[config.mk]
export PLATFORM = sky130hd
export DESIGN_NAME = sya_ofm_drain
export DESIGN_NICKNAME = d
export VERILOG_FILES = /design/src/logic/sya_pkg.sv /design/src/logic/sya_ofm_drain.sv
export VERILOG_INCLUDE_DIRS = /design/src /design/src/include
export SDC_FILE = /design/constraint.sdc
export NUM_CORES = 1
export LEC_CHECK = 0
export BUFFER_PORTS_ARGS = -buffer_cell sky130_fd_sc_hd__buf_2
export CAP_MARGIN = 20
export CORE_AREA = 4 4 230 232
export DETAILED_ROUTE_END_ITERATION = 10
export DIE_AREA = 0 0 234 236
export GPL_TIMING_DRIVEN = 0
export PLACE_DENSITY = 0.61
export SETUP_SLACK_MARGIN = 0.4
export SLEW_MARGIN = 10
export SYNTH_ARGS = -nofsm -noshare
export SYNTH_HDL_FRONTEND = slang
export SYNTH_SLANG_ARGS = --single-unit
[constraint.sdc]
create_clock -name clk -period 7.7 [get_ports clk]
set_clock_uncertainty 0.15 [all_clocks]
set_input_delay 0.385 -clock clk [delete_from_list [all_inputs] [get_ports clk]]
set_output_delay 0.385 -clock clk [all_outputs]
set_load 0.01 [all_outputs]
[src/include/sya_params.svh]
`ifndef SYA_PARAMS_SVH
`define SYA_PARAMS_SVH

// Array geometry
`define SYA_NUM_ROW     4
`define SYA_NUM_COL     4

// Signed operand and accumulator widths
`define SYA_ACT_WIDTH   8
`define SYA_WGT_WIDTH   8
`define SYA_PSUM_WIDTH  32

// Global buffer addressing
`define SYA_ADDR_WIDTH  16

// Input channel count per run
`define SYA_CHN_WIDTH   16

`endif

[src/logic/sya_pkg.sv]
`default_nettype none

`include "sya_params.svh"

package sya_pkg;

    // ====================
    // Controller states
    // ====================
    typedef enum logic [1:0] {
        IDLE  = 2'd0,
        LOAD  = 2'd1,
        FLUSH = 2'd2,
        DRAIN = 2'd3
    } sya_state_e;

    // ====================
    // Data elements and vectors
    // ====================
    typedef logic signed [`SYA_ACT_WIDTH-1:0]  act_t;
    typedef logic signed [`SYA_WGT_WIDTH-1:0]  wgt_t;
    typedef logic signed [`SYA_PSUM_WIDTH-1:0] psum_t;
    typedef logic [`SYA_ACT_WIDTH-1:0]         ofm_byte_t;

    // One activation per row, one weight per column
    typedef act_t [`SYA_NUM_ROW-1:0] act_vec_t;
    typedef wgt_t [`SYA_NUM_COL-1:0] wgt_vec_t;

    // Accumulators, indexed [row][col]
    typedef psum_t [`SYA_NUM_ROW-1:0][`SYA_NUM_COL-1:0] psum_grid_t;

    // Requantized output row, one byte per column
    typedef ofm_byte_t [`SYA_NUM_COL-1:0] ofm_row_t;

    // ====================
    // Configuration word
    // ====================
    typedef struct packed {
        logic [`SYA_ADDR_WIDTH-1:0] ofm_base;
        logic [`SYA_ADDR_WIDTH-1:0] act_base;
        logic [`SYA_ADDR_WIDTH-1:0] wgt_base;
        logic [`SYA_CHN_WIDTH-1:0]  num_chn;   // one or more
        logic [4:0]                 shift;
        ofm_byte_t                  zp;
    } sya_cfg_t;

endpackage

`default_nettype wire

[src/logic/sya_ofm_drain.sv]
`timescale 1ns/1ps
`default_nettype none

`include "sya_params.svh"

module sya_ofm_drain (
    input  wire logic                       clk,
    input  wire logic                       rst_n,
    input  wire logic                       drain_start,
    input  wire logic [`SYA_ADDR_WIDTH-1:0] ofm_base,
    input  wire logic [4:0]                 shift,
    input  wire sya_pkg::ofm_byte_t         zp,
    input  wire sya_pkg::psum_grid_t        psum,
    output sya_pkg::ofm_row_t               ofm_wr_dat,
    output logic [`SYA_ADDR_WIDTH-1:0]      ofm_wr_addr,
    output logic                            ofm_wr_vld,
    input  wire logic                       ofm_wr_rdy,
    output logic                            drain_done
);
    import sya_pkg::*;

    localparam int ROW_CW = (`SYA_NUM_ROW > 1) ? $clog2(`SYA_NUM_ROW) : 1;
    localparam logic [ROW_CW-1:0] LAST_ROW = ROW_CW'(`SYA_NUM_ROW - 1);

    logic [ROW_CW-1:0] row_cnt;
    logic              wr_xfer;

    assign wr_xfer    = ofm_wr_vld & ofm_wr_rdy;
    assign drain_done = wr_xfer && (row_cnt == LAST_ROW);

    // ====================
    // Row sequencing
    // ====================
    always_ff @(posedge clk or negedge rst_n) begin
        if (!rst_n) begin
            ofm_wr_vld  <= 1'b0;
            row_cnt     <= '0;
            ofm_wr_addr <= '0;
        end else if (drain_start) begin
            ofm_wr_vld  <= 1'b1;
            row_cnt     <= '0;
            ofm_wr_addr <= ofm_base;
        end else if (wr_xfer) begin
            // Last row written, stop
            if (row_cnt == LAST_ROW) begin
                ofm_wr_vld <= 1'b0;
            end else begin
                row_cnt     <= row_cnt + 1'b1;
                ofm_wr_addr <= ofm_wr_addr + 1'b1;
            end
        end
    end

    // ====================
    // ReLU, shift and zero point per byte
    // ====================
    always_comb begin
        psum_t acc;
        psum_t shifted;
        for (int c = 0; c < `SYA_NUM_COL; c++) begin
            acc     = psum[row_cnt][c];
            shifted = acc >> shift;
            if (acc[`SYA_PSUM_WIDTH-1]) begin
                ofm_wr_dat[c] = '0;
            end else begin
                // Wraps modulo 256
                ofm_wr_dat[c] = shifted[`SYA_ACT_WIDTH-1:0] + zp;
            end
        end
    end

endmodule

`default_nettype wire

Word-level counts from Yosys, hierarchy flattened. Cells that the tools add are included.

Input port bits: 545. Logic and storage cells: 37. Flip-flop bits (word level): 19.

$lt $le $gt $ge: 1. Add/subtract/negate cells: 6. Equality and inequality tests: 2. Bitwise operators: 1. Mux-type cells: 15. Reduce and logical (&&, ||, !) cells: 5. Shift-type cells: 4.

Operators with widths (count): $bmux W128 S2 (1); $mux W128 (1); $shr A32 B5 Y8 (4); $mux W16 (3); $add A8 B8 Y8 (4); $mux W8 (4); $add A16 B1 Y16 const B (1); $mux W2 (3); $reduce_and A2 Y1 (2); $reduce_bool A2 Y1 (2); $lt A2 B3 Y1 const B (1); $mux W1 (3); $add A2 B1 Y2 const B (1); $eq A2 B2 Y1 const B (1); $ne A2 B2 Y1 const B (1); $and A1 B1 Y1 (1); $logic_and A1 B1 Y1 (1).

Depth between registers and ports, before layout.
Depth in word-level cells: 5. Depth in mapped cells: 20. Gate-level depth less buffers: 15.

Least setup slack after synthesis. Ideal clock, no wire load.

Path type: input port to output port. Start point: in shift[1]. End point: out ofm_wr_dat[15] (netlist name). Cell stages on the path: 17. Slack: 2.993 ns. Buffers on the path: 4. Data arrival time: 4.172 ns. Path through: buf_2 -> buf_6 -> buf_2 -> buf_1 -> mux4_2 -> mux4_2 -> mux2_2 -> o32ai_1 -> a221oi_1 -> ha_1 -> a21o_1 -> a21oi_1 -> nor2b_1 -> o21a_1 -> o41ai_1 -> xnor3_1 -> nor2b_1.

RTL lines: start: declaration (RTL line sya_ofm_drain.sv:11) `input wire logic [4:0] shift,`; end: declaration (RTL line sya_ofm_drain.sv:14) `output sya_pkg::ofm_row_t ofm_wr_dat,`.

==> impl_metrics.csv <==
group,metric,value,unit
sta,rsz0062_at_grt,"no",
layout,final_nets,2410,
clock_tree,cts_buffers,3,
sta,setup_violations,0,
die,die_area,55200,um^2
setup_path,r2r_slack,4.16,ns
outcome,status,"completed",
sta,hold_violations,0,
sta,fin_crit_sh,0.907,
setup_path,critPathMaxFanout,10,
synthesis,synth_ff_type,"dfrtp_1",
synthesis,synthArstFlopShare,1.00,
power_and_ir_drop,vdd_drop_max,0.000132,V
layout,drive_above_1_share,0.557,
hold_path,whs_path_depth,3,
run,cap_violations,0,
setup_path,rr_worst_depth,8,
power_and_ir_drop,power.total,2260,uW
clock_tree,insertion_delay,0.26,ns
clock_tree,clk_pin_slew,0.06,ns
synthesis,synth_xor_area_frac,0.0277,
synthesis,avgSynthCellArea,10.9,um^2
clock_tree,cts_tree,"yes",
global_routing,grt_antenna_before_repair,12,
hold_path,hp-class,"in2reg",
die,dieWidth,234,um
setup_path,cp-end-kind,"output pin",
synthesis,synth.area.top_cells,"mux4_2 43%, mux2i_1 7.0%, mux2_2 6.8%",
sta,maxSlewViolCount,0,
routing,drtPass1Iterations,6,
power_and_ir_drop,p_per_area,130,nW/um^2
sta,fmax,143,MHz
die,coreArea,51000,um^2
placement,place_hpwl,83.7,mm
setup_path,crit_path_start_kind,"register",
synthesis,synth_top_area_share,0.434,
hold_path,holdPathEnd,"ofm_wr_addr[5]",
clock_tree,post_cts_buffers,0,
clock_tree,cts_root_buf,"clkbuf_16",
placement,place.gp.congestion,1.02,
routing,vias,16100,
die,start_util,0.262,
setup_path,crit_type,"reg2out",
synthesis,synth_compound_area_frac,0.129,
layout,fin_util,0.340,
setup_path,worstPathArrival,6.45,ns
synthesis,ys_warn_count,0,
synthesis,synth_cells,1230,
synthesis,muxShareOfSynthArea,0.619,
sta,fin_setup_tns,0,ns
global_routing,grt_first_pass_wirelength,134,mm
synthesis,synthAdderAreaFrac,0.0340,
placement,io_buffers,590,
die,rows,83,
routing,wl,99.8,mm
layout,area_delta_synth_final,29.7,%
layout,post-route-cell-area,17400,um^2
synthesis,synth_cell_types,62,
routing,drt-initial-drc-count,1611,
clock_tree,cts_sinks,19,
synthesis,synth_top_family_by_area,"multiplexers",
synthesis,synth_nets,1809,
routing,ant_nets,0,
power_and_ir_drop,p_leak,0.00725,uW
clock_tree,cts_resized,0,
synthesis,synthMostInstantiatedCell,"mux4_2",
sta,tightest_slew,1.18,ns
clock_tree,cts_max_path_buffers,2,
sta,post-route-min-period,6.99,ns
hold_path,hp-start,"ofm_base[5]",
global_routing,grt_max_degree,20,
global_routing,grt.total_usage,0.347,
routing,drt-wirelength-per-cell,39.6,um
synthesis,synth_area,13400,um^2
die,fp.dieH,236,um
sta,max_slew_margin,0.215,
synthesis,ys_ff_latch,19,
synthesis,synthSimpleGateAreaFrac,0.0978,
synthesis,ys_seq_area_frac,0.0355,
routing,via_per_inst,6.40,
synthesis,synth_common_cells,"258 x mux4_2, 122 x nand2_1, 94 x mux2i_1, 81 x mux2_2, 80 x nor2_1",
global_routing,grt_pass1_vias,16900,
placement,placed_area,17200,um^2
clock_tree,htree_levels,1,
setup_path,critPathRequiredTime,7.16,ns
routing,drc_errors,0,
clock_tree,postCtsHoldBufs,1,
setup_path,r2r_end,"row_cnt[1]",
synthesis,synth_enable_flop_cells,0,
setup_path,r2r-start,"row_cnt[1]",
global_routing,grt_overflow,0,
die,pin_count,595,
synthesis,synth_top_area_cell,"mux4_2",
layout make-up:
cell class	instances	area, um^2
Antenna cell	7	17.5
Buffer	138	744
Clock buffer	3	75.1
Clock inverter	1	5.00
Fill cell	5316	33600
Inverter	6	22.5
Multi-Input combinational cell	1067	12100
Sequential cell	19	475
Tap cell	680	851
Timing Repair Buffer	596	3030
cells in the final DEF, fill, tap and decap left out, types with 13 or more instances in the layout:
master    instances
a21o_1           16
nand2_1         122
xnor2_1          20
nor2b_1          27
o21ai_0          46
clkbuf_1         42
buf_2           631
dfrtp_1          19
a21oi_1          54
buf_1            26
a211oi_1         19
mux2i_1          94
mux4_2          258
nor3_1           14
nor2_1           80
buf_4            19
mux4_1           22
ha_1             30
mux2_2           81
a221oi_1         13
registers in the layout (all words and copies together) (netlist names):
register,count
ofm_wr_addr,16
row_cnt,2
ofm_wr_vld,1
per-stage QoR:
step | instances | hold WS [ns] | worst slack, ns
after detailed placement | 2505 | 0.213 | 1.24
after global routing | 2512 | 0.195 | 0.707
after CTS | 2510 | 0.181 | 0.963
final | 2517 | 0.183 | 0.713
after floorplan | 1230 | -0.0606 | 2.99
after global placement | 2500 | 0.202 | 1.21
layer usage:
metal,GRT usage,up-vias,part of all wire
li1,-,6366,-
met3,0.0888,272,0.096
met5,0,-,0.00059
met2,0.585,1228,0.48
met1,0.413,8225,0.37
met4,0.163,10,0.059
power by group:
| group | internal [uW] | switching [uW] |
|---|---|---|
| combinational | 876 | 1150 |
| sequential | 110 | 12.0 |
| clock | 70.0 | 44.6 |
| total | 1060 | 1200 |
how the worst max path moves through the flow:
stage               start             end  slack, ns  cells past startpoint
5_1_grt        row_cnt[1]  ofm_wr_dat[23]       0.71                     18
3_5_place_dp     shift[2]  ofm_wr_dat[15]       1.24                     16
2_1_floorplan    shift[1]  ofm_wr_dat[15]       2.99                     17
4_1_cts        row_cnt[1]  ofm_wr_dat[15]       0.96                     18
6_report       row_cnt[1]  ofm_wr_dat[15]       0.71                     18
3_3_place_gp     shift[1]  ofm_wr_dat[23]       1.21                     18
worst max-delay path, stage by stage, from the launching register on:
cell,delay [ns]
dfrtp_1,0.38
buf_2,0.22
inv_2,0.42
buf_2,0.41
buf_1,0.67
clkbuf_1,0.75
nand2_1,0.10
nand2_1,0.14
a222oi_1,0.20
a221oi_1,0.72
ha_1,0.35
a21o_1,0.17
a21oi_1,0.18
nor2b_1,0.08
o21a_1,0.19
o41ai_1,0.43
xnor3_1,0.44
nor2b_1,0.14
buf_2,0.17
logic make-up after synthesis:
logic type	count (synthesis)
AOI/OAI and AO/OA	248
xor gates and xnor gates	36
adders and majority gates	34
buffers and inverters	144
DFF	19
muxes	458
and+or+nand+nor	291
Note: power is estimated with default switching activity, not from simulation.
