<file path="config.mk">
export PLATFORM = sky130hd
export DESIGN_NAME = sya_feed_skew
export DESIGN_NICKNAME = d
export VERILOG_FILES = /design/src/logic/sya_pkg.sv /design/src/logic/sya_feed_skew.sv
export VERILOG_INCLUDE_DIRS = /design/src /design/src/include
export SDC_FILE = /design/constraint.sdc
export NUM_CORES = 1
export LEC_CHECK = 0
export ABC_AREA = 1
export BUFFER_PORTS_ARGS = -buffer_cell sky130_fd_sc_hd__buf_4
export CAP_MARGIN = 20
export CORE_ASPECT_RATIO = 1.4
export CORE_UTILIZATION = 44
export CTS_BUF_LIST = sky130_fd_sc_hd__clkbuf_2 sky130_fd_sc_hd__clkbuf_4 sky130_fd_sc_hd__clkbuf_8
export CTS_CLUSTER_SIZE = 16
export DETAILED_ROUTE_END_ITERATION = 12
export PLACE_DENSITY = 0.71
export SYNTH_ARGS = -nofsm -noshare
export SYNTH_HDL_FRONTEND = slang
export SYNTH_SLANG_ARGS = --single-unit
</file>
<file path="constraint.sdc">
create_clock -name clk -period 0.82 [get_ports clk]
set_input_delay 0.123 -clock clk [delete_from_list [all_inputs] [get_ports clk]]
set_output_delay 0.123 -clock clk [all_outputs]
set_load 0.01 [all_outputs]
</file>
<file path="src/include/sya_params.svh">
`ifndef SYA_PARAMS_SVH
`define SYA_PARAMS_SVH

// Array geometry
`define SYA_NUM_ROW     4
`define SYA_NUM_COL     4

// Signed operand and accumulator widths
`define SYA_ACT_WIDTH   8
`define SYA_WGT_WIDTH   8
`define SYA_PSUM_WIDTH  32

// Global buffer addressing
`define SYA_ADDR_WIDTH  16

// Input channel count per run
`define SYA_CHN_WIDTH   16

`endif

</file>
<file path="src/logic/sya_pkg.sv">
`default_nettype none

`include "sya_params.svh"

package sya_pkg;

    // ====================
    // Controller states
    // ====================
    typedef enum logic [1:0] {
        IDLE  = 2'd0,
        LOAD  = 2'd1,
        FLUSH = 2'd2,
        DRAIN = 2'd3
    } sya_state_e;

    // ====================
    // Data elements and vectors
    // ====================
    typedef logic signed [`SYA_ACT_WIDTH-1:0]  act_t;
    typedef logic signed [`SYA_WGT_WIDTH-1:0]  wgt_t;
    typedef logic signed [`SYA_PSUM_WIDTH-1:0] psum_t;
    typedef logic [`SYA_ACT_WIDTH-1:0]         ofm_byte_t;

    // One activation per row, one weight per column
    typedef act_t [`SYA_NUM_ROW-1:0] act_vec_t;
    typedef wgt_t [`SYA_NUM_COL-1:0] wgt_vec_t;

    // Accumulators, indexed [row][col]
    typedef psum_t [`SYA_NUM_ROW-1:0][`SYA_NUM_COL-1:0] psum_grid_t;

    // Requantized output row, one byte per column
    typedef ofm_byte_t [`SYA_NUM_COL-1:0] ofm_row_t;

    // ====================
    // Configuration word
    // ====================
    typedef struct packed {
        logic [`SYA_ADDR_WIDTH-1:0] ofm_base;
        logic [`SYA_ADDR_WIDTH-1:0] act_base;
        logic [`SYA_ADDR_WIDTH-1:0] wgt_base;
        logic [`SYA_CHN_WIDTH-1:0]  num_chn;   // one or more
        logic [4:0]                 shift;
        ofm_byte_t                  zp;
    } sya_cfg_t;

endpackage

`default_nettype wire

</file>
<file path="src/logic/sya_feed_skew.sv">
`timescale 1ns/1ps
`default_nettype none

`include "sya_params.svh"

module sya_feed_skew (
    input  wire logic               clk,
    input  wire logic               rst_n,
    input  wire logic               clear,
    input  wire logic               beat,
    input  wire logic               step,
    input  wire sya_pkg::act_vec_t  act_rd_dat,
    input  wire sya_pkg::wgt_vec_t  wgt_rd_dat,
    output sya_pkg::act_vec_t       act_edge,
    output sya_pkg::wgt_vec_t       wgt_edge
);
    import sya_pkg::*;

    act_vec_t act_in;
    wgt_vec_t wgt_in;

    // Flush steps push zeros into the triangle
    assign act_in = beat ? act_rd_dat : '0;
    assign wgt_in = beat ? wgt_rd_dat : '0;

    // ====================
    // Activation lanes, row r delayed r steps
    // ====================
    for (genvar r = 0; r < `SYA_NUM_ROW; r++) begin : g_act_lane
        if (r == 0) begin : g_direct
            assign act_edge[r] = act_in[r];
        end else begin : g_delay
            act_t [r-1:0] pipe;

            always_ff @(posedge clk or negedge rst_n) begin
                if (!rst_n) begin
                    pipe <= '0;
                end else if (clear) begin
                    pipe <= '0;
                end else if (step) begin
                    pipe[0] <= act_in[r];
                    for (int i = 1; i < r; i++) begin
                        pipe[i] <= pipe[i-1];
                    end
                end
            end

            assign act_edge[r] = pipe[r-1];
        end
    end

    // ====================
    // Weight lanes, column c delayed c steps
    // ====================
    for (genvar c = 0; c < `SYA_NUM_COL; c++) begin : g_wgt_lane
        if (c == 0) begin : g_direct
            assign wgt_edge[c] = wgt_in[c];
        end else begin : g_delay
            wgt_t [c-1:0] pipe;

            always_ff @(posedge clk or negedge rst_n) begin
                if (!rst_n) begin
                    pipe <= '0;
                end else if (clear) begin
                    pipe <= '0;
                end else if (step) begin
                    pipe[0] <= wgt_in[c];
                    for (int i = 1; i < c; i++) begin
                        pipe[i] <= pipe[i-1];
                    end
                end
            end

            assign wgt_edge[c] = pipe[c-1];
        end
    end

endmodule

`default_nettype wire

</file>
# [After elaboration in Yosys (flattened, before gate mapping)]
# Index checks and enable logic that the tools add are counted.
[totals] inputBits=69 regBits=96
[op_classes] mux=14 reduce_logical=1
[op_table] operator="2-to-1 mux 24 bit" n=4
[op_table] operator="2-to-1 mux 16 bit" n=4
[op_table] operator="2-to-1 mux 32 bit" n=2
[op_table] operator="2-to-1 mux 8 bit" n=4
[op_table] operator="nonzero test 2 bit" n=1

# [Longest topological paths before layout]
# Gate-level depths: netlist of the first run.
[depth] depth_word=3 ltp_mapped=6 ltp_nobuf=3

# [Least setup slack after synthesis of the first run]
# OpenSTA, ideal clock, no wires.
[synth_timing] path_kind="input to register" startpoint="in step" endpoint="reg g_act_lane[2].g_delay.pipe, in the netlist act_edge[21]" setup_ps=117 arrival_ps=699 path_stages=5 path_slack_ps=5 path_cell_list="buf_4 buf_4 buf_2 nand3_1 nand2_1"
[synth_via] elab_chain_len=1
[synth_rtl] element="start: declaration" line="sya_feed_skew.sv:11" source="input wire logic step,"
[synth_rtl] element="nonzero test 2 bit (no source line)"
[synth_rtl] element="end signal: indexed assignment" line="sya_feed_skew.sv:43" source="pipe[i] <= pipe[i-1];"
[synth_rtl] element="end: declaration" line="sya_feed_skew.sv:33" source="act_t [r-1:0] pipe;"
# No other way between the ends.
# A chain may end at the register's enable or synchronous reset.

# [Worst setup path in the final report of the first run]
[layout_timing] startpoint="reg g_act_lane[1].g_delay.pipe[3] in the netlist's numbering" endpoint="out act_edge[11] in the netlist's numbering"
[layout_lines] element="start: declaration" line="sya_feed_skew.sv:33"
[layout_lines] element="start signal: indexed assignment" line="sya_feed_skew.sv:43"
[layout_lines] element="end: declaration" line="sya_feed_skew.sv:14" source="output sya_pkg::act_vec_t act_edge,"
# No word-level cell between the ends.

==> results of run 1 <==
[layout make-up]
cell class,count,share of cell area [%]
Inverter,17,1.05
Multi-Input combinational cell,305,22.0
Clock inverter,6,1.38
Timing Repair Buffer,203,31.9
Sequential cell,96,39.4
Tap cell,110,2.26
Clock buffer,9,2.03
[worst max path at each step]
stage	depth (start not counted)	end	slack, ns	from
3_5_place_dp	5	g_wgt_lane[2].g_delay.pipe[0]	-0.09	clear
2_1_floorplan	5	act_edge[21]	0.005	step
6_report	1	act_edge[11]	-0.22	g_act_lane[1].g_delay.pipe[3]
3_3_place_gp	5	g_wgt_lane[3].g_delay.pipe[1]	-0.08	clear
4_1_cts	1	wgt_edge[31]	-0.24	wgt_edge[31]
5_1_grt	1	wgt_edge[12]	-0.26	g_wgt_lane[1].g_delay.pipe[4]
[timing repair]
item	in CTS	in global routing
endpoints found under the hold margin	116	1
hold buffers	21	1
pin swaps	0	2
buffers inserted	15	15
endpoints found under the setup margin	48	48
resized for setup	48	5
[synth_stat cells, drive strengths merged]
cell	count	area, um2
nand2	208	781
nor2	1	11.3
inv	17	63.8
dfrtp	96	2400
nand4	48	300
nand3	48	240
clkbuf	9	33.8
buf	61	405
[per-layer routing]
layer  global-route usage, %  part of all wire (%)
met1                    27.2                    40
met2                    34.4                    53
met3                    4.00                   4.5
met4                    8.69                   2.0
met5                       0                     0
[through the flow]
step                util (%)  power, mW
floorplan                  -       5.49
global placement        55.8       6.16
detailed placement      55.8       6.18
CTS                     63.3       9.61
global route            64.8       9.95
finish                  64.8       9.56
[power by group through the flow]
stage	logic [mW]	clock network [mW]	registers, mW
floorplan	0.469	0	5.02
global placement	1.14	0	5.01
detailed placement	1.16	0	5.02
CTS	1.30	3.38	4.93
global route	1.43	3.56	4.95
finish	1.32	3.31	4.94
[sequential cells by signal (all words and copies together), names as in the netlist]
name                     flops
g_act_lane.g_delay.pipe     32
g_wgt_lane.g_delay.pipe     32
act_edge                    16
wgt_edge                    16
[cells by family after synthesis]
logic type,Yosys count
buffers and inverters,87
and+or+nand+nor,305
DFF,96
==> reports/qor.txt, run 1 <==
CRITICAL PATH
-----------------------------------------------------------------------------------------------------------------
Largest delay share family, worst path                                                                 flip-flops
Setup crit start kind                                                                                        flop
Worst path bufs/invs                                                                                            1
Slowest stage cell on the critical path                                                              sky130_fd_sc_hd__dfrtp_1
Max Fanout on Critical Path                                                                                     2
Reg-to-reg critical path endpoint                                                                    g_wgt_lane[1].g_delay.pipe[2]
Worst Reg-to-Reg Cells                                                                                          4
Data required time at the worst endpoint                                                                  0.70 ns
FF-to-FF Start                                                                                       g_wgt_lane[1].g_delay.pipe[2]
Largest incremental delay on the critical path                                                            0.42 ns
Crit path kind                                                                                            reg2out
Critical path cell sequence                                                                                 buf_6
Critical Path End Type                                                                                output port
Register-to-register setup slack                                                                         -0.04 ns
Critical path data arrival time                                                                           0.92 ns

PWR
-----------------------------------------------------------------------------------------------------------------
Total internal power                                                                                      7.24 mW
Sw Ratio                                                                                                    24.3%
Power density relative to cell area                                                                   1570 nW/um2
Combinational share of power                                                                                13.8%
Clock network fraction of total power                                                                       34.6%
Proportion of power drawn by flip-flops and latches                                                         51.6%
Total leakage power                                                                                       3.49 nW
Net Sw Power                                                                                              2.32 mW
Largest vdd supply drop                                                                                0.000811 V

FLOORPLANNING
-----------------------------------------------------------------------------------------------------------------
Die height                                                                                                 118 um
Total die area                                                                                         10,000 um2
Starting Density                                                                                            45.1%
Horizontal extent of the die                                                                              84.9 um
Core area                                                                                                9410 um2
Row count                                                                                                      42
Top-level port count                                                                                          133

CLOCK NETWORK
-----------------------------------------------------------------------------------------------------------------
Maximum count of clock buffers along a single path                                                              2
Max H-tree Level                                                                                                3
Clock tree from TritonCTS                                                                                    done
Clock sink count                                                                                               96
Clock latency at the later pin of the worst-skew pair                                                     0.36 ns
Number of CTS-inserted buffers                                                                                  9
Worst-path clk slew                                                                                       0.09 ns
Clock Tree Root                                                                                      sky130_fd_sc_hd__clkbuf_8

MIN PATH
-----------------------------------------------------------------------------------------------------------------
Number of cells traversed by the worst hold path                                                                3
Hold WC Path Type                                                                                          in2reg
HP Start                                                                                             act_rd_dat[14]
Hold worst-path end                                                                                  g_act_lane[1].g_delay.pipe[6]

SYNTHESIS
-----------------------------------------------------------------------------------------------------------------
Compound-cell area share of the yosys netlist                                                                  0%
Simple-gate share of the synthesized area                                                                   31.4%
Combinational family with the most area after synthesis                                              simple AND/OR/NAND/NOR gates
Number of instances in the synthesized netlist                                                                488
Distinct cells, synth                                                                                          12
Warnings, synthesis                                                                                             0
Share of the synthesized netlist area taken by xor and xnor gates                                              0%
Total nets after synthesis                                                                                    557
Mapped cell area                                                                                         4240 um2
Mapped Avg Cell Area                                                                                     8.68 um2
Post-synthesis sequential area ratio                                                                        56.7%
Portion of netlist area occupied by mux cells                                                                  0%
FF+latch count, synth                                                                                          96
Arithmetic-cell share of the synthesized area counting full adders, half adders and majority gates             0%

PLACED DESIGN
-----------------------------------------------------------------------------------------------------------------
Standard cell area after detailed placement                                                              5250 um2
HPWL after detailed placement                                                                             6.49 mm
DP Worst Slack                                                                                         -0.0905 ns
Placed Cells incl. Taps                                                                                       679
Number of buffer cells added on primary ports                                                                 132
Routability cong.                                                                                           0.758

GRT
-----------------------------------------------------------------------------------------------------------------
Total grt overflow                                                                                              0
Via count of the first global-routing pass                                                                  3,454
Global Route Usage Sum                                                                                      21.0%
Antenna violations before repair                                                                                0
First-pass GRT wire length                                                                                16.7 mm
Largest net degree at the start of global routing                                                              66

JOB
-----------------------------------------------------------------------------------------------------------------
Count of maximum capacitance violations                                                                         0

STATUS
-----------------------------------------------------------------------------------------------------------------
Violations in the final reports                                                                      DRC, setup timing
Outcome                                                                                              finished, violations left

DETAILED ROUTING
-----------------------------------------------------------------------------------------------------------------
Detailed-routing iteration count for the pre-antenna-repair pass                                                9
Drc violations                                                                                                  4
DRT Wirelength                                                                                            10.3 mm
Via count normalized by instance count                                                                       4.98
Detailed router's first-iteration violation count                                                             315
Average routed wire per standard cell                                                                     13.8 um
Total via count after detailed routing                                                                      3,716
Post-detailed-route count of antenna-violating nets                                                             0

STA
-----------------------------------------------------------------------------------------------------------------
Post-route worst setup slack                                                                            -0.219 ns
Fmax                                                                                                      963 MHz
Count of final hold-check violations                                                                            0
Hold_ws                                                                                                 0.0109 ns
Actual slew at the worst max-slew pin                                                                    0.350 ns
Fin. max-slew vios                                                                                              0
Total negative setup slack                                                                               -9.44 ns
Min cycle time layout                                                                                     1.04 ns
Setup Skew                                                                                             0.00501 ns
Headroom to the max-slew limit                                                                              76.7%
Total of endpoints with negative setup slack in the final report                                               53
RSZ-0062 raised after global routing                                                                         true
Fraction of the cycle the final worst path needs                                                             127%

LAYOUT
-----------------------------------------------------------------------------------------------------------------
Nets                                                                                                          701
Synth-to-Final Area Change                                                                                  43.8%
Antenna cells                                                                                                   0
Most frequent cells in the layout                                                                    sky130_fd_sc_hd__nand2_1, sky130_fd_sc_hd__buf_4, sky130_fd_sc_hd__dfrtp_1
Post-layout instance area                                                                                6090 um2
Most common cell after layout, fill and taps aside                                                   sky130_fd_sc_hd__nand2_1
Layout cell share with drive strength beyond 1                                                              31.6%
Area of combinational cells with multiple inputs                                                         1340 um2
FILL cells                                                                                                    768
Number of standard cells in the layout, taps in and fillers out                                               746
Footprint of the flip-flops and latches                                                                  2400 um2

No activity file was read; power rests on OpenSTA's default activity.
==> inputs of run 2 (changes only) <==
Settings changed: PLACE_DENSITY 0.71 to 0.74.
Clock period 0.82 ns to 0.91 ns, I/O delays scaled along.
==> reports/qor.txt, run 2 (same netlist as run 1, synthesis figures left out) <==
STATUS
-------------------------------------------------------------------------------
Violations in the final reports                                    DRC, setup timing
Outcome                                                            finished, violations left

STA
-------------------------------------------------------------------------------
RSZ-0062 raised after global routing                                       true
Actual slew at the worst max-slew pin                                  0.347 ns
Post-route worst setup slack                                          -0.135 ns
Setup Skew                                                           0.00661 ns
Headroom to the max-slew limit                                            76.9%
Fraction of the cycle the final worst path needs                           115%
Total of endpoints with negative setup slack in the final report             48
Fin. max-slew vios                                                            0
Min cycle time layout                                                   1.04 ns
Hold_ws                                                               0.0180 ns
Fmax                                                                    957 MHz
Count of final hold-check violations                                          0
Total negative setup slack                                             -5.48 ns

CLOCK NETWORK
-------------------------------------------------------------------------------
Clock sink count                                                             96
Maximum count of clock buffers along a single path                            2
Max H-tree Level                                                              3
Clock latency at the later pin of the worst-skew pair                   0.36 ns
Clock tree from TritonCTS                                                  done
Number of CTS-inserted buffers                                                9
Worst-path clk slew                                                     0.09 ns
Clock Tree Root                                                    sky130_fd_sc_hd__clkbuf_8

LAYOUT
-------------------------------------------------------------------------------
FILL cells                                                                  799
Synth-to-Final Area Change                                                36.5%
Largest regs                                                       g_act_lane.g_delay.pipe x32, g_wgt_lane.g_delay.pipe x32
Number of standard cells in the layout, taps in and fillers out             725
Layout Utilization                                                        61.5%
Nets                                                                        680
Layout cell share with drive strength beyond 1                            31.9%
Antenna cells                                                                 0
Most common cell after layout, fill and taps aside                 sky130_fd_sc_hd__nand2_1
Most frequent cells in the layout                                  sky130_fd_sc_hd__nand2_1, sky130_fd_sc_hd__buf_4, sky130_fd_sc_hd__dfrtp_1

PWR
-------------------------------------------------------------------------------
Net Sw Power                                                            2.07 mW
Total internal power                                                    5.95 mW
Combinational share of power                                              13.2%
Largest vdd supply drop                                              0.000761 V
Power density relative to cell area                                 1390 nW/um2
Sw Ratio                                                                  25.8%
Clock network fraction of total power                                     31.3%
Proportion of power drawn by flip-flops and latches                       55.5%
Total leakage power                                                     3.37 nW

CRITICAL PATH
-------------------------------------------------------------------------------
Max Fanout on Critical Path                                                   2
Critical path cell sequence                                               buf_6
Largest delay share family, worst path                               flip-flops
Data required time at the worst endpoint                                0.77 ns
Critical Path End Type                                              output port
Largest incremental delay on the critical path                          0.42 ns
Worst path bufs/invs                                                          1
Crit path kind                                                          reg2out
Critical path data arrival time                                         0.91 ns
Setup crit start kind                                                      flop
Slowest stage cell on the critical path                            sky130_fd_sc_hd__dfrtp_1

FLOORPLANNING
-------------------------------------------------------------------------------
Top-level port count                                                        133
Horizontal extent of the die                                            84.9 um
Starting Density                                                          45.1%
Row count                                                                    42
Die height                                                               118 um
Total die area                                                       10,000 um2
Core area                                                              9410 um2

DETAILED ROUTING
-------------------------------------------------------------------------------
Detailed router's first-iteration violation count                           318
Post-detailed-route count of antenna-violating nets                           0
Average routed wire per standard cell                                   13.9 um
Detailed-routing iteration count for the pre-antenna-repair pass              9
Total via count after detailed routing                                    3,608
DRT Wirelength                                                          10.0 mm
Drc violations                                                                4
Via count normalized by instance count                                     4.98

PLACED DESIGN
-------------------------------------------------------------------------------
Placed Cells incl. Taps                                                     672
DP Worst Slack                                                      -0.00596 ns
Routability cong.                                                         0.780
Number of buffer cells added on primary ports                               132
HPWL after detailed placement                                           6.46 mm

JOB
-------------------------------------------------------------------------------
Count of maximum capacitance violations                                       0

GRT
-------------------------------------------------------------------------------
Antenna violations before repair                                              0
First-pass GRT wire length                                              17.0 mm
Total grt overflow                                                            0
Via count of the first global-routing pass                                3,483
Global Route Usage Sum                                                    21.4%
Largest net degree at the start of global routing                            53

MIN PATH
-------------------------------------------------------------------------------
Hold WC Path Type                                                        in2reg

## run 2: power groups by stage
stage	clock [mW]	combinational, mW	sequential (mW)
final	2.51	1.06	4.45
after global routing	2.77	1.16	4.46
after CTS	2.57	1.06	4.45
after detailed placement	0	0.992	4.52
after global placement	0	0.971	4.52
after floorplan	0	0.422	4.52
## run 2: cell type report
cell class                      instances  area [um2]  area share (%)
Multi-Input combinational cell        305        1330            23.0
Clock buffer                           10         138            2.38
Tap cell                              110         138            2.38
Sequential cell                        96        2400            41.5
Clock inverter                          5        32.5           0.562
Inverter                               17        63.8            1.10
Timing Repair Buffer                  182        1680            29.0
## run 2: worst paths after layout
check	from	end	slack, ns	cells after the start
max	wgt_edge[31]	wgt_edge[31]	-0.13	1
min in group asynchronous	rst_n	g_act_lane[3].g_delay.pipe[1]	0.23	2
max reg2reg	wgt_edge[25]	wgt_edge[25]	0.03	4
min reg2reg	g_wgt_lane[3].g_delay.pipe[14]	g_wgt_lane[3].g_delay.pipe[14]	0.48	2
min	act_rd_dat[27]	g_act_lane[3].g_delay.pipe[3]	0.02	3
max in group asynchronous	rst_n	g_wgt_lane[3].g_delay.pipe[7]	0.22	3
## run 2: layer usage
layer | vias up | wire length, um | global-route usage, %
li1 | 1781 | - | -
met5 | - | 0 | 0
met1 | 1724 | 4150 | 27.7
met4 | 0 | 185 | 8.47
met2 | 90 | 5330 | 35.3
met3 | 13 | 382 | 4.00
## run 2: per-stage QoR
| stage | area (um2) | total power, mW |
|---|---|---|
| finish | 5790 | 8.02 |
| detailed placement | 5140 | 5.51 |
| CTS | 5710 | 8.08 |
| global placement | 5140 | 5.49 |
| global route | 5790 | 8.40 |
| floorplan | 4240 | 4.94 |
## run 2: repair_timing
item | CTS | global route
hold buffers | 3 | 0
hold endpoints to repair | 98 | 0
buffers inserted | 25 | 10
setup endpoints to repair | 48 | 48
resized for setup | 48 | 0
