File: src/include/sya_params.svh
`ifndef SYA_PARAMS_SVH
`define SYA_PARAMS_SVH

// Array geometry
`define SYA_NUM_ROW     4
`define SYA_NUM_COL     4

// Signed operand and accumulator widths
`define SYA_ACT_WIDTH   8
`define SYA_WGT_WIDTH   8
`define SYA_PSUM_WIDTH  32

// Global buffer addressing
`define SYA_ADDR_WIDTH  16

// Input channel count per run
`define SYA_CHN_WIDTH   16

`endif

File: src/logic/sya_pkg.sv
`default_nettype none

`include "sya_params.svh"

package sya_pkg;

    // ====================
    // Controller states
    // ====================
    typedef enum logic [1:0] {
        IDLE  = 2'd0,
        LOAD  = 2'd1,
        FLUSH = 2'd2,
        DRAIN = 2'd3
    } sya_state_e;

    // ====================
    // Data elements and vectors
    // ====================
    typedef logic signed [`SYA_ACT_WIDTH-1:0]  act_t;
    typedef logic signed [`SYA_WGT_WIDTH-1:0]  wgt_t;
    typedef logic signed [`SYA_PSUM_WIDTH-1:0] psum_t;
    typedef logic [`SYA_ACT_WIDTH-1:0]         ofm_byte_t;

    // One activation per row, one weight per column
    typedef act_t [`SYA_NUM_ROW-1:0] act_vec_t;
    typedef wgt_t [`SYA_NUM_COL-1:0] wgt_vec_t;

    // Accumulators, indexed [row][col]
    typedef psum_t [`SYA_NUM_ROW-1:0][`SYA_NUM_COL-1:0] psum_grid_t;

    // Requantized output row, one byte per column
    typedef ofm_byte_t [`SYA_NUM_COL-1:0] ofm_row_t;

    // ====================
    // Configuration word
    // ====================
    typedef struct packed {
        logic [`SYA_ADDR_WIDTH-1:0] ofm_base;
        logic [`SYA_ADDR_WIDTH-1:0] act_base;
        logic [`SYA_ADDR_WIDTH-1:0] wgt_base;
        logic [`SYA_CHN_WIDTH-1:0]  num_chn;   // one or more
        logic [4:0]                 shift;
        ofm_byte_t                  zp;
    } sya_cfg_t;

endpackage

`default_nettype wire

File: src/logic/sya_ctrl.sv
`timescale 1ns/1ps
`default_nettype none

`include "sya_params.svh"

module sya_ctrl (
    input  wire logic                       clk,
    input  wire logic                       rst_n,
    input  wire sya_pkg::sya_cfg_t          cfg,
    input  wire logic                       cfg_vld,
    output logic                            cfg_rdy,
    output sya_pkg::sya_cfg_t               cfg_q,
    output logic [`SYA_ADDR_WIDTH-1:0]      act_rd_addr,
    output logic                            act_rd_addr_vld,
    input  wire logic                       act_rd_addr_rdy,
    output logic [`SYA_ADDR_WIDTH-1:0]      wgt_rd_addr,
    output logic                            wgt_rd_addr_vld,
    input  wire logic                       wgt_rd_addr_rdy,
    input  wire logic                       act_rd_dat_vld,
    input  wire logic                       wgt_rd_dat_vld,
    output logic                            rd_dat_rdy,
    output logic                            beat,
    output logic                            step,
    output logic                            clear,
    output logic                            drain_start,
    input  wire logic                       drain_done
);
    import sya_pkg::*;

    // Steps needed after the last beat to reach the far corner
    localparam int FLUSH_LEN = `SYA_NUM_ROW + `SYA_NUM_COL - 2;
    localparam int FLUSH_CW  = $clog2(FLUSH_LEN + 1);

    sya_state_e                 state;
    sya_state_e                 state_nxt;
    logic [`SYA_CHN_WIDTH-1:0]  addr_cnt;
    logic [`SYA_CHN_WIDTH-1:0]  beat_cnt;
    logic [FLUSH_CW-1:0]        flush_cnt;
    logic                       cfg_xfer;
    logic                       addr_xfer;
    logic                       last_beat;
    logic                       flush_last;

    assign cfg_rdy  = (state == IDLE);
    assign cfg_xfer = cfg_vld & cfg_rdy;
    assign clear    = cfg_xfer;

    // ====================
    // Read address pair
    // ====================
    assign act_rd_addr_vld = (state == LOAD) && (addr_cnt != cfg_q.num_chn);
    assign wgt_rd_addr_vld = act_rd_addr_vld;
    // Pair moves only when both sides accept
    assign addr_xfer   = act_rd_addr_vld & act_rd_addr_rdy & wgt_rd_addr_rdy;
    assign act_rd_addr = cfg_q.act_base + `SYA_ADDR_WIDTH'(addr_cnt);
    assign wgt_rd_addr = cfg_q.wgt_base + `SYA_ADDR_WIDTH'(addr_cnt);

    // ====================
    // Read data and array advance
    // ====================
    assign rd_dat_rdy = (state == LOAD) && (beat_cnt != cfg_q.num_chn);
    assign beat       = rd_dat_rdy & act_rd_dat_vld & wgt_rd_dat_vld;
    assign last_beat  = beat && (beat_cnt == cfg_q.num_chn - 1'b1);
    assign flush_last = (state == FLUSH) && (flush_cnt == FLUSH_CW'(FLUSH_LEN - 1));
    assign step       = beat | (state == FLUSH);

    always_comb begin
        state_nxt = state;
        case (state)
            IDLE:    if (cfg_xfer) state_nxt = LOAD;
            LOAD:    if (last_beat) state_nxt = FLUSH;
            FLUSH:   if (flush_last) state_nxt = DRAIN;
            DRAIN:   if (drain_done) state_nxt = IDLE;
            default: state_nxt = IDLE;
        endcase
    end

    always_ff @(posedge clk or negedge rst_n) begin
        if (!rst_n) begin
            state       <= IDLE;
            drain_start <= 1'b0;
            cfg_q       <= '0;
        end else begin
            state       <= state_nxt;
            // High in the first DRAIN cycle only
            drain_start <= flush_last;
            if (cfg_xfer) begin
                cfg_q <= cfg;
            end
        end
    end

    // Channel counters, restarted by each new config
    always_ff @(posedge clk or negedge rst_n) begin
        if (!rst_n) begin
            addr_cnt <= '0;
            beat_cnt <= '0;
        end else if (cfg_xfer) begin
            addr_cnt <= '0;
            beat_cnt <= '0;
        end else begin
            if (addr_xfer) begin
                addr_cnt <= addr_cnt + 1'b1;
            end
            if (beat) begin
                beat_cnt <= beat_cnt + 1'b1;
            end
        end
    end

    always_ff @(posedge clk or negedge rst_n) begin
        if (!rst_n) begin
            flush_cnt <= '0;
        end else if (state == FLUSH) begin
            flush_cnt <= flush_cnt + 1'b1;
        end else begin
            flush_cnt <= '0;
        end
    end

endmodule

`default_nettype wire

File: config.mk
export PLATFORM = sky130hd
export DESIGN_NAME = sya_ctrl
export DESIGN_NICKNAME = d
export VERILOG_FILES = /design/src/logic/sya_pkg.sv /design/src/logic/sya_ctrl.sv
export VERILOG_INCLUDE_DIRS = /design/src /design/src/include
export SDC_FILE = /design/constraint.sdc
export NUM_CORES = 1
export LEC_CHECK = 0
export BUFFER_PORTS_ARGS = -buffer_cell sky130_fd_sc_hd__buf_2
export CAP_MARGIN = 30
export CORE_MARGIN = 1.5
export CORE_UTILIZATION = 45
export DETAILED_ROUTE_END_ITERATION = 12
export PLACE_DENSITY = 0.71
export RECOVER_POWER = 25
export SLEW_MARGIN = 10
export SYNTH_ARGS = -nofsm -noshare
export SYNTH_HDL_FRONTEND = slang
export SYNTH_SLANG_ARGS = --single-unit
File: constraint.sdc
create_clock -name clk -period 4.6 [get_ports clk]
set_clock_uncertainty 0.15 [all_clocks]
set_input_delay 0.23 -clock clk [delete_from_list [all_inputs] [get_ports clk]]
set_output_delay 0.23 -clock clk [all_outputs]
set_load 0.005 [all_outputs]
### Yosys cells after proc, flatten, opt, wreduce, memory -nomap -nowiden

Cells that the tools add are included.

* bits in read-only memories: 0
* bits in latches: 0
* logic and storage cells: 52
* register bits after elaboration: 115
* memories: 0
* memory bits (writable): 0
* output and inout bits: 117

* reductions and logical operators: 8
* add/subtract/negate cells: 6
* equal/unequal tests: 11
* order comparisons: 0
* mux-type cells: 10
* bitwise operators: 6
* shift operators: 0
* divide/modulo/power cells: 0
* multiply operators: 0

Operators by type and width (number)
* $mux W16: 4
* $add A16 B1 Y16 const B: 2
* $add A16 B16 Y16: 2
* $ne A16 B16 Y1: 2
* $eq A16 B16 Y1: 1
* $sub A16 B1 Y16 const B: 1
* $mux W2: 4
* $pmux W2 S4: 1
* $ne A2 B2 Y1 const B: 3
* $and A1 B1 Y1: 5
* $eq A2 B2 Y1 const B: 2
* $logic_and A1 B1 Y1: 4
* $reduce_and A4 Y1: 1
* $reduce_bool A2 Y1: 2
* $add A3 B1 Y3 const B: 1
* $eq A3 B3 Y1 const B: 1
* $mux W3: 1
* $eq A2 B1 Y1 const B: 1
* $logic_not A2 Y1: 1
* $ne A2 B1 Y1 const B: 1
* $or A1 B1 Y1: 1

### Longest topological paths before layout

Gate-level depths: netlist (run 1).

* depth in word-level cells: 7
* mapped depth: 11
* mapped depth without buffers: 10

### Worst setup path before layout (run 1)

OpenSTA, ideal clock, no wires.

* path kind: register -> register
* start point: register cfg_q[14] (netlist bit)
* end point: register state[1]
* data arrival time: 2.537 ns
* required time: 4.325 ns
* setup slack: 1.788 ns
* cell stages (with the launch flop): 12
* buffers on the path: 2
* period minus slack after synthesis: 2.812 ns
* path through: dfrtp_1 buf_2 inv_1 ha_1 nor2b_1 clkbuf_1 nand4b_1 mux2_2 mux2i_1 o22a_1 o41ai_4 mux2_4

* cells in the longest elaborated chain, start to end: 7

Ends and longest elaborated chain
* from (decl): RTL line sya_ctrl.sv:12 `output sya_pkg::sya_cfg_t cfg_q,`
* from (signal assigned): RTL line sya_ctrl.sv:88 `cfg_q <= cfg;`
* parallel branches: the longest is 4 deep, another holds $sub A16 B1 Y16
* $logic_and A1 B1 Y1 (*): RTL line sya_ctrl.sv:63 `assign last_beat = beat && (beat_cnt == cfg_q.num_chn - 1'b1);`
* $ne A2 B2 Y1 (no source line) (*)
* $reduce_and A4 Y1 (no source line) (*)
* to (signal assigned): RTL line sya_ctrl.sv:84 `state <= state_nxt;`
* to (decl): RTL line sya_ctrl.sv:34 `sya_state_e state;`

Every way passes the cells marked *.
A chain may end at the register's enable or synchronous reset.

### Worst setup path after layout (run 1)

* start point: register addr_cnt[0]
* end point: output port act_rd_addr[14]

* cells in the longest elaborated chain, start to end: 1

Ends and longest elaborated chain
* from (decl): RTL line sya_ctrl.sv:36 `` logic [`SYA_CHN_WIDTH-1:0] addr_cnt; ``
* from (signal assigned): RTL line sya_ctrl.sv:103 `addr_cnt <= addr_cnt + 1'b1;`
* $add A16 B16 Y16: RTL line sya_ctrl.sv:55 `` assign act_rd_addr = cfg_q.act_base + `SYA_ADDR_WIDTH'(addr_cnt); ``
* to (decl): RTL line sya_ctrl.sv:13 `` output logic [`SYA_ADDR_WIDTH-1:0] act_rd_addr, ``

Every way passes these cells.

==> results of run 1 <==
layer usage:
| layer | routed length (um) | track usage (%) |
|---|---|---|
| met2 | 10100 | 43.8 |
| met1 | 9450 | 35.2 |
| met4 | 602 | 11.6 |
| met5 | 0 | 0 |
| met3 | 1350 | 5.84 |
synthesized netlist by cell type, drive strengths merged (7+ instances only):
library cell | instances | area [sq um]
nor2b | 12 | 75.1
nand4 | 17 | 106
buf | 12 | 61.3
clkbuf | 27 | 101
a31oi | 7 | 43.8
mux2i | 9 | 90.1
nor3 | 15 | 80.1
a21o | 7 | 52.6
and3 | 10 | 62.6
xnor2 | 66 | 578
nor2 | 48 | 180
inv | 27 | 101
nand3 | 18 | 90.1
or3 | 12 | 75.1
nand2 | 237 | 890
xor2 | 23 | 201
o21ai | 28 | 140
dfrtp | 115 | 2880
and2 | 7 | 43.8
a21oi | 29 | 145
ha | 39 | 488
registers in the layout (all words and copies together), names as in the netlist:
name         cells
drain_start      1
cfg_q           77
state            2
addr_cnt        16
flush_cnt        3
beat_cnt        16
power breakdown:
part	total, mW	switching (mW)	internal [mW]
clock network	1.32	0.497	0.827
registers	1.82	0.459	1.37
logic	2.41	1.31	1.10
total	5.56	2.27	3.29
layout make-up:
type                            instances  area [sq um]
Clock inverter                         11           130
Inverter                               28           106
Tap cell                              211           264
Fill cell                            1301          5720
Multi-Input combinational cell        647          3910
Clock buffer                           21           460
Timing Repair Buffer                  283          1790
Sequential cell                       115          2880
critical path: cells and delay by family, from the launching register on:
| kind | cells | cell delay (ns) |
|---|---|---|
| buffers and inverters | 2 | 0.24 |
| DFF | 1 | 0.46 |
| AOI/OAI and AO/OA | 5 | 1.52 |
| and+or+nand+nor | 2 | 0.22 |
| adders and majority gates | 2 | 0.44 |
through the flow:
stage                     worst slack (ns)  instance area, sq um  instances  total power, mW
after floorplan                       1.79                  7050        829             3.21
after global placement                1.41                  8200       1206             4.14
after detailed placement              1.38                  8200       1206             4.18
after CTS                            0.917                  9570       1316             5.57
after global routing                 0.494                  9540       1316             5.95
final                                0.906                  9540       1316             5.56
placed cells by master, fill, tap and decap left out, types with 17 or more instances in the layout:
cell type	count
nand3_1	18
inv_1	27
nand4_1	17
xnor2_1	66
dlygate4sd3_1	78
nor2_1	48
ha_1	39
buf_2	182
nand2_1	236
a21oi_1	29
dfrtp_1	115
o21ai_0	28
xor2_1	23
clkbuf_16	17
clkbuf_1	21
path summary, 6_finish.rpt:
check                                        start                      end  slack (ns)
max                        addr_cnt[0]$_DFFE_PN0P_          act_rd_addr[14]        0.91
min                         flush_cnt[0]$_DFF_PN0_   flush_cnt[0]$_DFF_PN0_        0.32
max reg2reg                  cfg_q[13]$_DFFE_PN0P_     state[1]$_DFFE_PN0P_        1.48
min reg2reg                 flush_cnt[0]$_DFF_PN0_   flush_cnt[0]$_DFF_PN0_        0.32
max in group asynchronous                    rst_n    cfg_q[32]$_DFFE_PN0P_        1.13
min in group asynchronous                    rst_n  beat_cnt[7]$_DFFE_PN0P_        1.15
timing repair:
item	in CTS	in global routing
hold endpoints to repair	128	0
setup buffers	0	0
hold buffers	78	0
endpoints found under the setup margin	0	0
gates resized for setup	0	0
logic make-up after synthesis:
| family | Yosys count |
|---|---|
| mux | 11 |
| buf+inv | 67 |
| fa+ha+maj | 41 |
| simple gates | 397 |
| flops | 115 |
| compound gates | 109 |
| xor+xnor | 89 |
==> reports/results.tsv, run 1 <==
stage	metric	value	unit
global_route	number of global-route vias before repair	6641	
global_route	first-pass GRT wire length	34200	um
timing	Slew HR	-94.1	%
floorplanning	Starting Density	46.2	%
placed_design	routability cong.	0.876	
drt	initial drt markers	402	
cts	total CTS buffers	17	
placed_design	DP HPWL	14500	um
synth	Synth Flop Type	dfrtp_1	
setup_path	worst r2r path cells	9	
synth	count of cell types in the netlist	59	
final_layout	Layout Utilization	62.5	%
synth	Synth Area in Simple Gates	25.0	%
global_route	Overflow after GRT	0	
floorplanning	Die Area	16400	sq um
synth	Async S/R FF share, synth	100	%
timing	endpoints failing hold	0	
timing	min Tclk post-route	3.69	ns
cts	CTS tree	yes	
synth	Post-Synth Adder-Cell Area	7.49	%
timing	final setup fails	0	
synth	Compound-Gate Fraction of Synth Area	10.2	%
power	Worst IR Drop VDD	0.331	mV
placed_design	number of I/O port buffers	201	
floorplanning	Top-Level Pins	202	
setup_path	WP data required	4.22	ns
timing	final hold slack	0.316	ns
final_layout	share of cells above drive strength 1	20.9	%
power	Power Density	583	nW/um^2
drt	DRT Pass-1 Iters	5	
min_path	Worst Hold Class	flop to flop	
synth	Syn. warnings	0	
synth	Mapped Cells	829	
timing	slew of the pin with the lowest slew margin	2.91	ns
synth	Mean Syn Cell Area	8.51	sq um
power	Leak	4.84	nW
cts	Clk Latency, worst-skew pair	0.42	ns
drt	via total after detailed routing	6844	
drt	DRT antenna net count	0	
timing	RSZ-0062 raised after global routing	no	
outcome	failing checks	max-capacitance violations, max-slew violations	
outcome	outcome	finished with violations	
setup_path	worst-path fanout max	6	
setup_path	Worst path slowest cell	a2111oi_0	
final_layout	area delta synth->final	35.3	%
synth	Synthesized Nets	955	
timing	max-slew violation count	53	
drt	WL/cell	16.4	um
synth	sequential fraction of the synthesis area	40.8	%
timing	setup TNS	0	ns
synth	Post-synth EDFFs	0	
floorplanning	Die H	128	um
min_path	hold depth	1	
timing	final period utilization	80.3	%
floorplanning	num rows	45	
drt	Vias/cell	5.20	
setup_path	CP Cell Sequence	ha_1, inv_1, fa_1, nor2b_1, o31a_1, o211ai_1, a21oi_1, a2111oi_0, nor2_1, o311ai_0, buf_2	
synth	XOR/XNOR Fraction of Synth Area	11.1	%
floorplanning	core area	15300	sq um
cts	CTS sink cnt	115	
setup_path	crit path DAT	3.31	ns
cts	CTS clk-pin slew, worst paths	0.06	ns
final_layout	# nets final	1218	
global_route	largest net degree at the start of global routing	74	
cts	clock root cell	clkbuf_16	
synth	post-synthesis cell area	7050	sq um
drt	Post-Route WL	21500	um
cts	H-tree depth	4	
setup_path	critical path type	flop to output pin	
cts	clk buf depth	2	
run	Max Cap Viol	1	
drt	drt drc	0	
synth	post-synthesis register bit count	115	
global_route	Total Routing Usage GR	27.1	%
timing	fmax	271	MHz
synth	largest family of logic cells by synthesized area	simple AND/OR/NAND/NOR gates	
setup_path	CP Launch Type	flop	
setup_path	Worst path max stage delay	0.61	ns
setup_path	CP endpoint kind	output pin	
global_route	initial antenna violation count	0	
synth	mux share of post-synthesis cell area	1.65	%
floorplanning	DIE WIDTH	128	um
final_layout	Diodes inserted	0	
No activity file was read; power rests on OpenSTA's default activity.
==> run 2: changes to the inputs <==
==> constraint.sdc (replaced) <==
create_clock -name clk -period 3.6 [get_ports clk]
set_clock_uncertainty 0.15 [all_clocks]
set_input_delay 0.18 -clock clk [delete_from_list [all_inputs] [get_ports clk]]
set_output_delay 0.18 -clock clk [all_outputs]
set_load 0.005 [all_outputs]
==> run 2 against run 1 <==
Net effect: the run still ends with max-capacitance violations, max-slew violations left; global-route usage rose by 0.52 points; worst setup slack worse by 0.68 ns; sequential share of layout area down 0.28 points; die area did not move; via count is 1.6% higher; clock power up 38%; register-to-register slack worse by 0.94 ns; critical path type unchanged; wire length increased by 0.61%; first-iteration DRC count increased by 1.7%; combinational power grew 30%; highest routed layer unchanged.
==> reports/results.tsv, run 2 (same netlist as run 1, synthesis figures left out) <==
stage	metric	value	unit
outcome	outcome	finished with violations	
outcome	failing checks	max-capacitance violations, max-slew violations	
floorplanning	Die Area	16400	sq um
global_route	Overflow after GRT	0	
final_layout	Non-Filler Instances	1318	
setup_path	r2r startpoint	cfg_q[14]$_DFFE_PN0P_	
cts	clock root cell	clkbuf_16	
cts	CTS clk-pin slew, worst paths	0.06	ns
setup_path	CP endpoint kind	output pin	
setup_path	CP Launch Type	flop	
min_path	Hold Startpoint	drain_done	
floorplanning	Starting Density	46.2	%
floorplanning	DIE WIDTH	128	um
timing	Slew HR	-1.45	%
drt	DRT antenna net count	0	
timing	final setup fails	0	
cts	H-tree depth	4	
drt	Post-Route WL	21700	um
global_route	first-pass GRT wire length	35000	um
final_layout	top flop regs	cfg_q x77, addr_cnt x16, beat_cnt x16	
timing	fmax	296	MHz
final_layout	area delta synth->final	36.5	%
drt	WL/cell	16.4	um
run	Max Cap Viol	1	
power	Power Density	756	nW/um^2
drt	Vias/cell	5.28	
final_layout	most frequent cells in the layout	nand2_1 (236), buf_2 (192), dfrtp_1 (115), dlygate4sd3_1 (78), xnor2_1 (66)	
timing	setup TNS	0	ns
global_route	largest net degree at the start of global routing	74	
setup_path	worst-path fanout max	6	
cts	CTS tree	yes	
placed_design	DP HPWL	14600	um
drt	drt drc	0	
setup_path	CP top delay family	compound AO/OA/AOI/OAI gates	
timing	slew of the pin with the lowest slew margin	1.52	ns
cts	post-CTS setup buffer count	0	
timing	final period utilization	93.7	%
timing	max-slew violation count	59	
setup_path	Worst path max stage delay	0.47	ns
final_layout	Diodes inserted	0	
global_route	number of global-route vias before repair	6851	
power	Leak	4.92	nW
drt	via total after detailed routing	6956	
drt	DRT Pass-1 Iters	5	
cts	total CTS buffers	17	
global_route	Total Routing Usage GR	27.6	%
floorplanning	Top-Level Pins	202	
floorplanning	Die H	128	um
min_path	Worst Hold Class	primary input to flop	
floorplanning	core area	15300	sq um
setup_path	Worst path slowest cell	dfrtp_1	
power	Worst IR Drop VDD	0.426	mV
final_layout	# nets final	1220	
timing	min Tclk post-route	3.37	ns
setup_path	crit path DAT	3.04	ns
placed_design	routability cong.	0.948	
placed_design	number of I/O port buffers	201	
setup_path	worst path bufs/invs	1	
cts	CTS sink cnt	115	
cts	clk buf depth	2	
final_layout	max reg flops	77	
drt	initial drt markers	409	
timing	endpoints failing hold	0	
setup_path	critical path type	flop to output pin	
floorplanning	num rows	45	
final_layout	share of cells above drive strength 1	22.3	%
setup_path	CP Cell Sequence	ha_1, nor2b_1, o31a_1, o211ai_1, a21oi_1, a2111oi_2, nor2_1, o311ai_0, buf_2	
timing	RSZ-0062 raised after global routing	no	
setup_path	WP data required	3.27	ns
cts	Clk Latency, worst-skew pair	0.42	ns
global_route	initial antenna violation count	0	
setup_path	Critical Path Start	addr_cnt[2]$_DFFE_PN0P_	
placed_design	Post-Place Cells	1208	
final_layout	commonest non-fill, non-tap cell in the layout	nand2_1	
final_layout	Top reg by flops	cfg_q	
-- run 2: cell count changes in the layout (fill, tap and decap cells not counted) --
cell / previous run / this run
a2111oi_0: 3 / 2
a2111oi_2: 1 / 2
buf_1: 0 / 1
buf_12: 0 / 1
buf_2: 182 / 192
buf_4: 4 / 5
bufinv_16: 2 / 4
clkbuf_1: 21 / 7
clkbuf_2: 0 / 1
clkbuf_8: 2 / 0
clkinv_2: 2 / 3
clkinv_4: 4 / 5
clkinvlp_4: 4 / 2
inv_6: 0 / 2
-- run 2: final cells by class --
cell class	instances	area, sq um
Fill cell	1279	5630
Multi-Input combinational cell	647	3920
Sequential cell	115	2880
Timing Repair Buffer	285	1830
Clock buffer	17	425
Tap cell	211	264
Clock inverter	15	206
Inverter	28	106
-- run 2: worst reg2reg max path, stage by stage, from the launching register on --
cell and delay [ns]:
dfrtp_1 0.48, inv_1 0.11, ha_1 0.23, nor2b_1 0.43, nand4b_1 0.25, mux2_2 0.28, mux2i_1 0.08, o22a_1 0.23
o41ai_4 0.39, mux2_4 0.33
-- run 2: power by group --
group | internal [mW] | switching (mW) | leakage (nW) | total (mW)
registers | 1.74 | 0.577 | 1.48 | 2.32
logic | 1.44 | 1.70 | 3.13 | 3.14
clock network | 1.16 | 0.657 | 0.304 | 1.82
total | 4.34 | 2.93 | 4.92 | 7.28
-- run 2: path summary, 6_finish.rpt --
| path | endpoint | slack (ns) | cells after the start |
|---|---|---|---|
| setup / recovery | act_rd_addr[14] | 0.23 | 9 |
| hold / removal | state[0]$_DFFE_PN0P_ | 0.29 | 6 |
| max in group asynchronous | cfg_q[56]$_DFFE_PN0P_ | 1.80 | 3 |
| setup reg to reg | state[1]$_DFFE_PN0P_ | 0.54 | 9 |
| min in group asynchronous | beat_cnt[4]$_DFFE_PN0P_ | 0.50 | 2 |
| hold reg to reg | cfg_q[76]$_DFFE_PN0P_ | 0.32 | 2 |
-- run 2: metrics by stage --
stage	area [sq um]	hold WS, ns	power [mW]	setup WS (ns)	utilization (%)
after floorplan	7050	-0.266	4.10	0.788	-
after global placement	8220	0.150	5.32	0.484	53.9
after detailed placement	8220	0.145	5.37	0.449	53.9
after CTS	9640	0.243	7.28	0.0745	63.2
after global routing	9630	0.309	7.80	0.0565	63.1
final	9630	0.291	7.28	0.227	63.1
-- run 2: timing repair --
| item | in CTS | in global routing |
|---|---|---|
| pin swaps | 0 | 0 |
| gates resized for setup | 1 | 1 |
| hold buffers | 78 | 0 |
| setup endpoints to repair | 1 | 1 |
| endpoints found under the hold margin | 135 | 0 |
-- run 2: metal layers --
metal / vias to the layer above / GRT usage (%) / wire, um
li1: 3326 / - / -
met1: 3284 / 36.2 / 9580
met2: 300 / 44.3 / 9990
met3: 46 / 6.34 / 1520
met4: 0 / 11.1 / 567
met5: - / 0 / 0
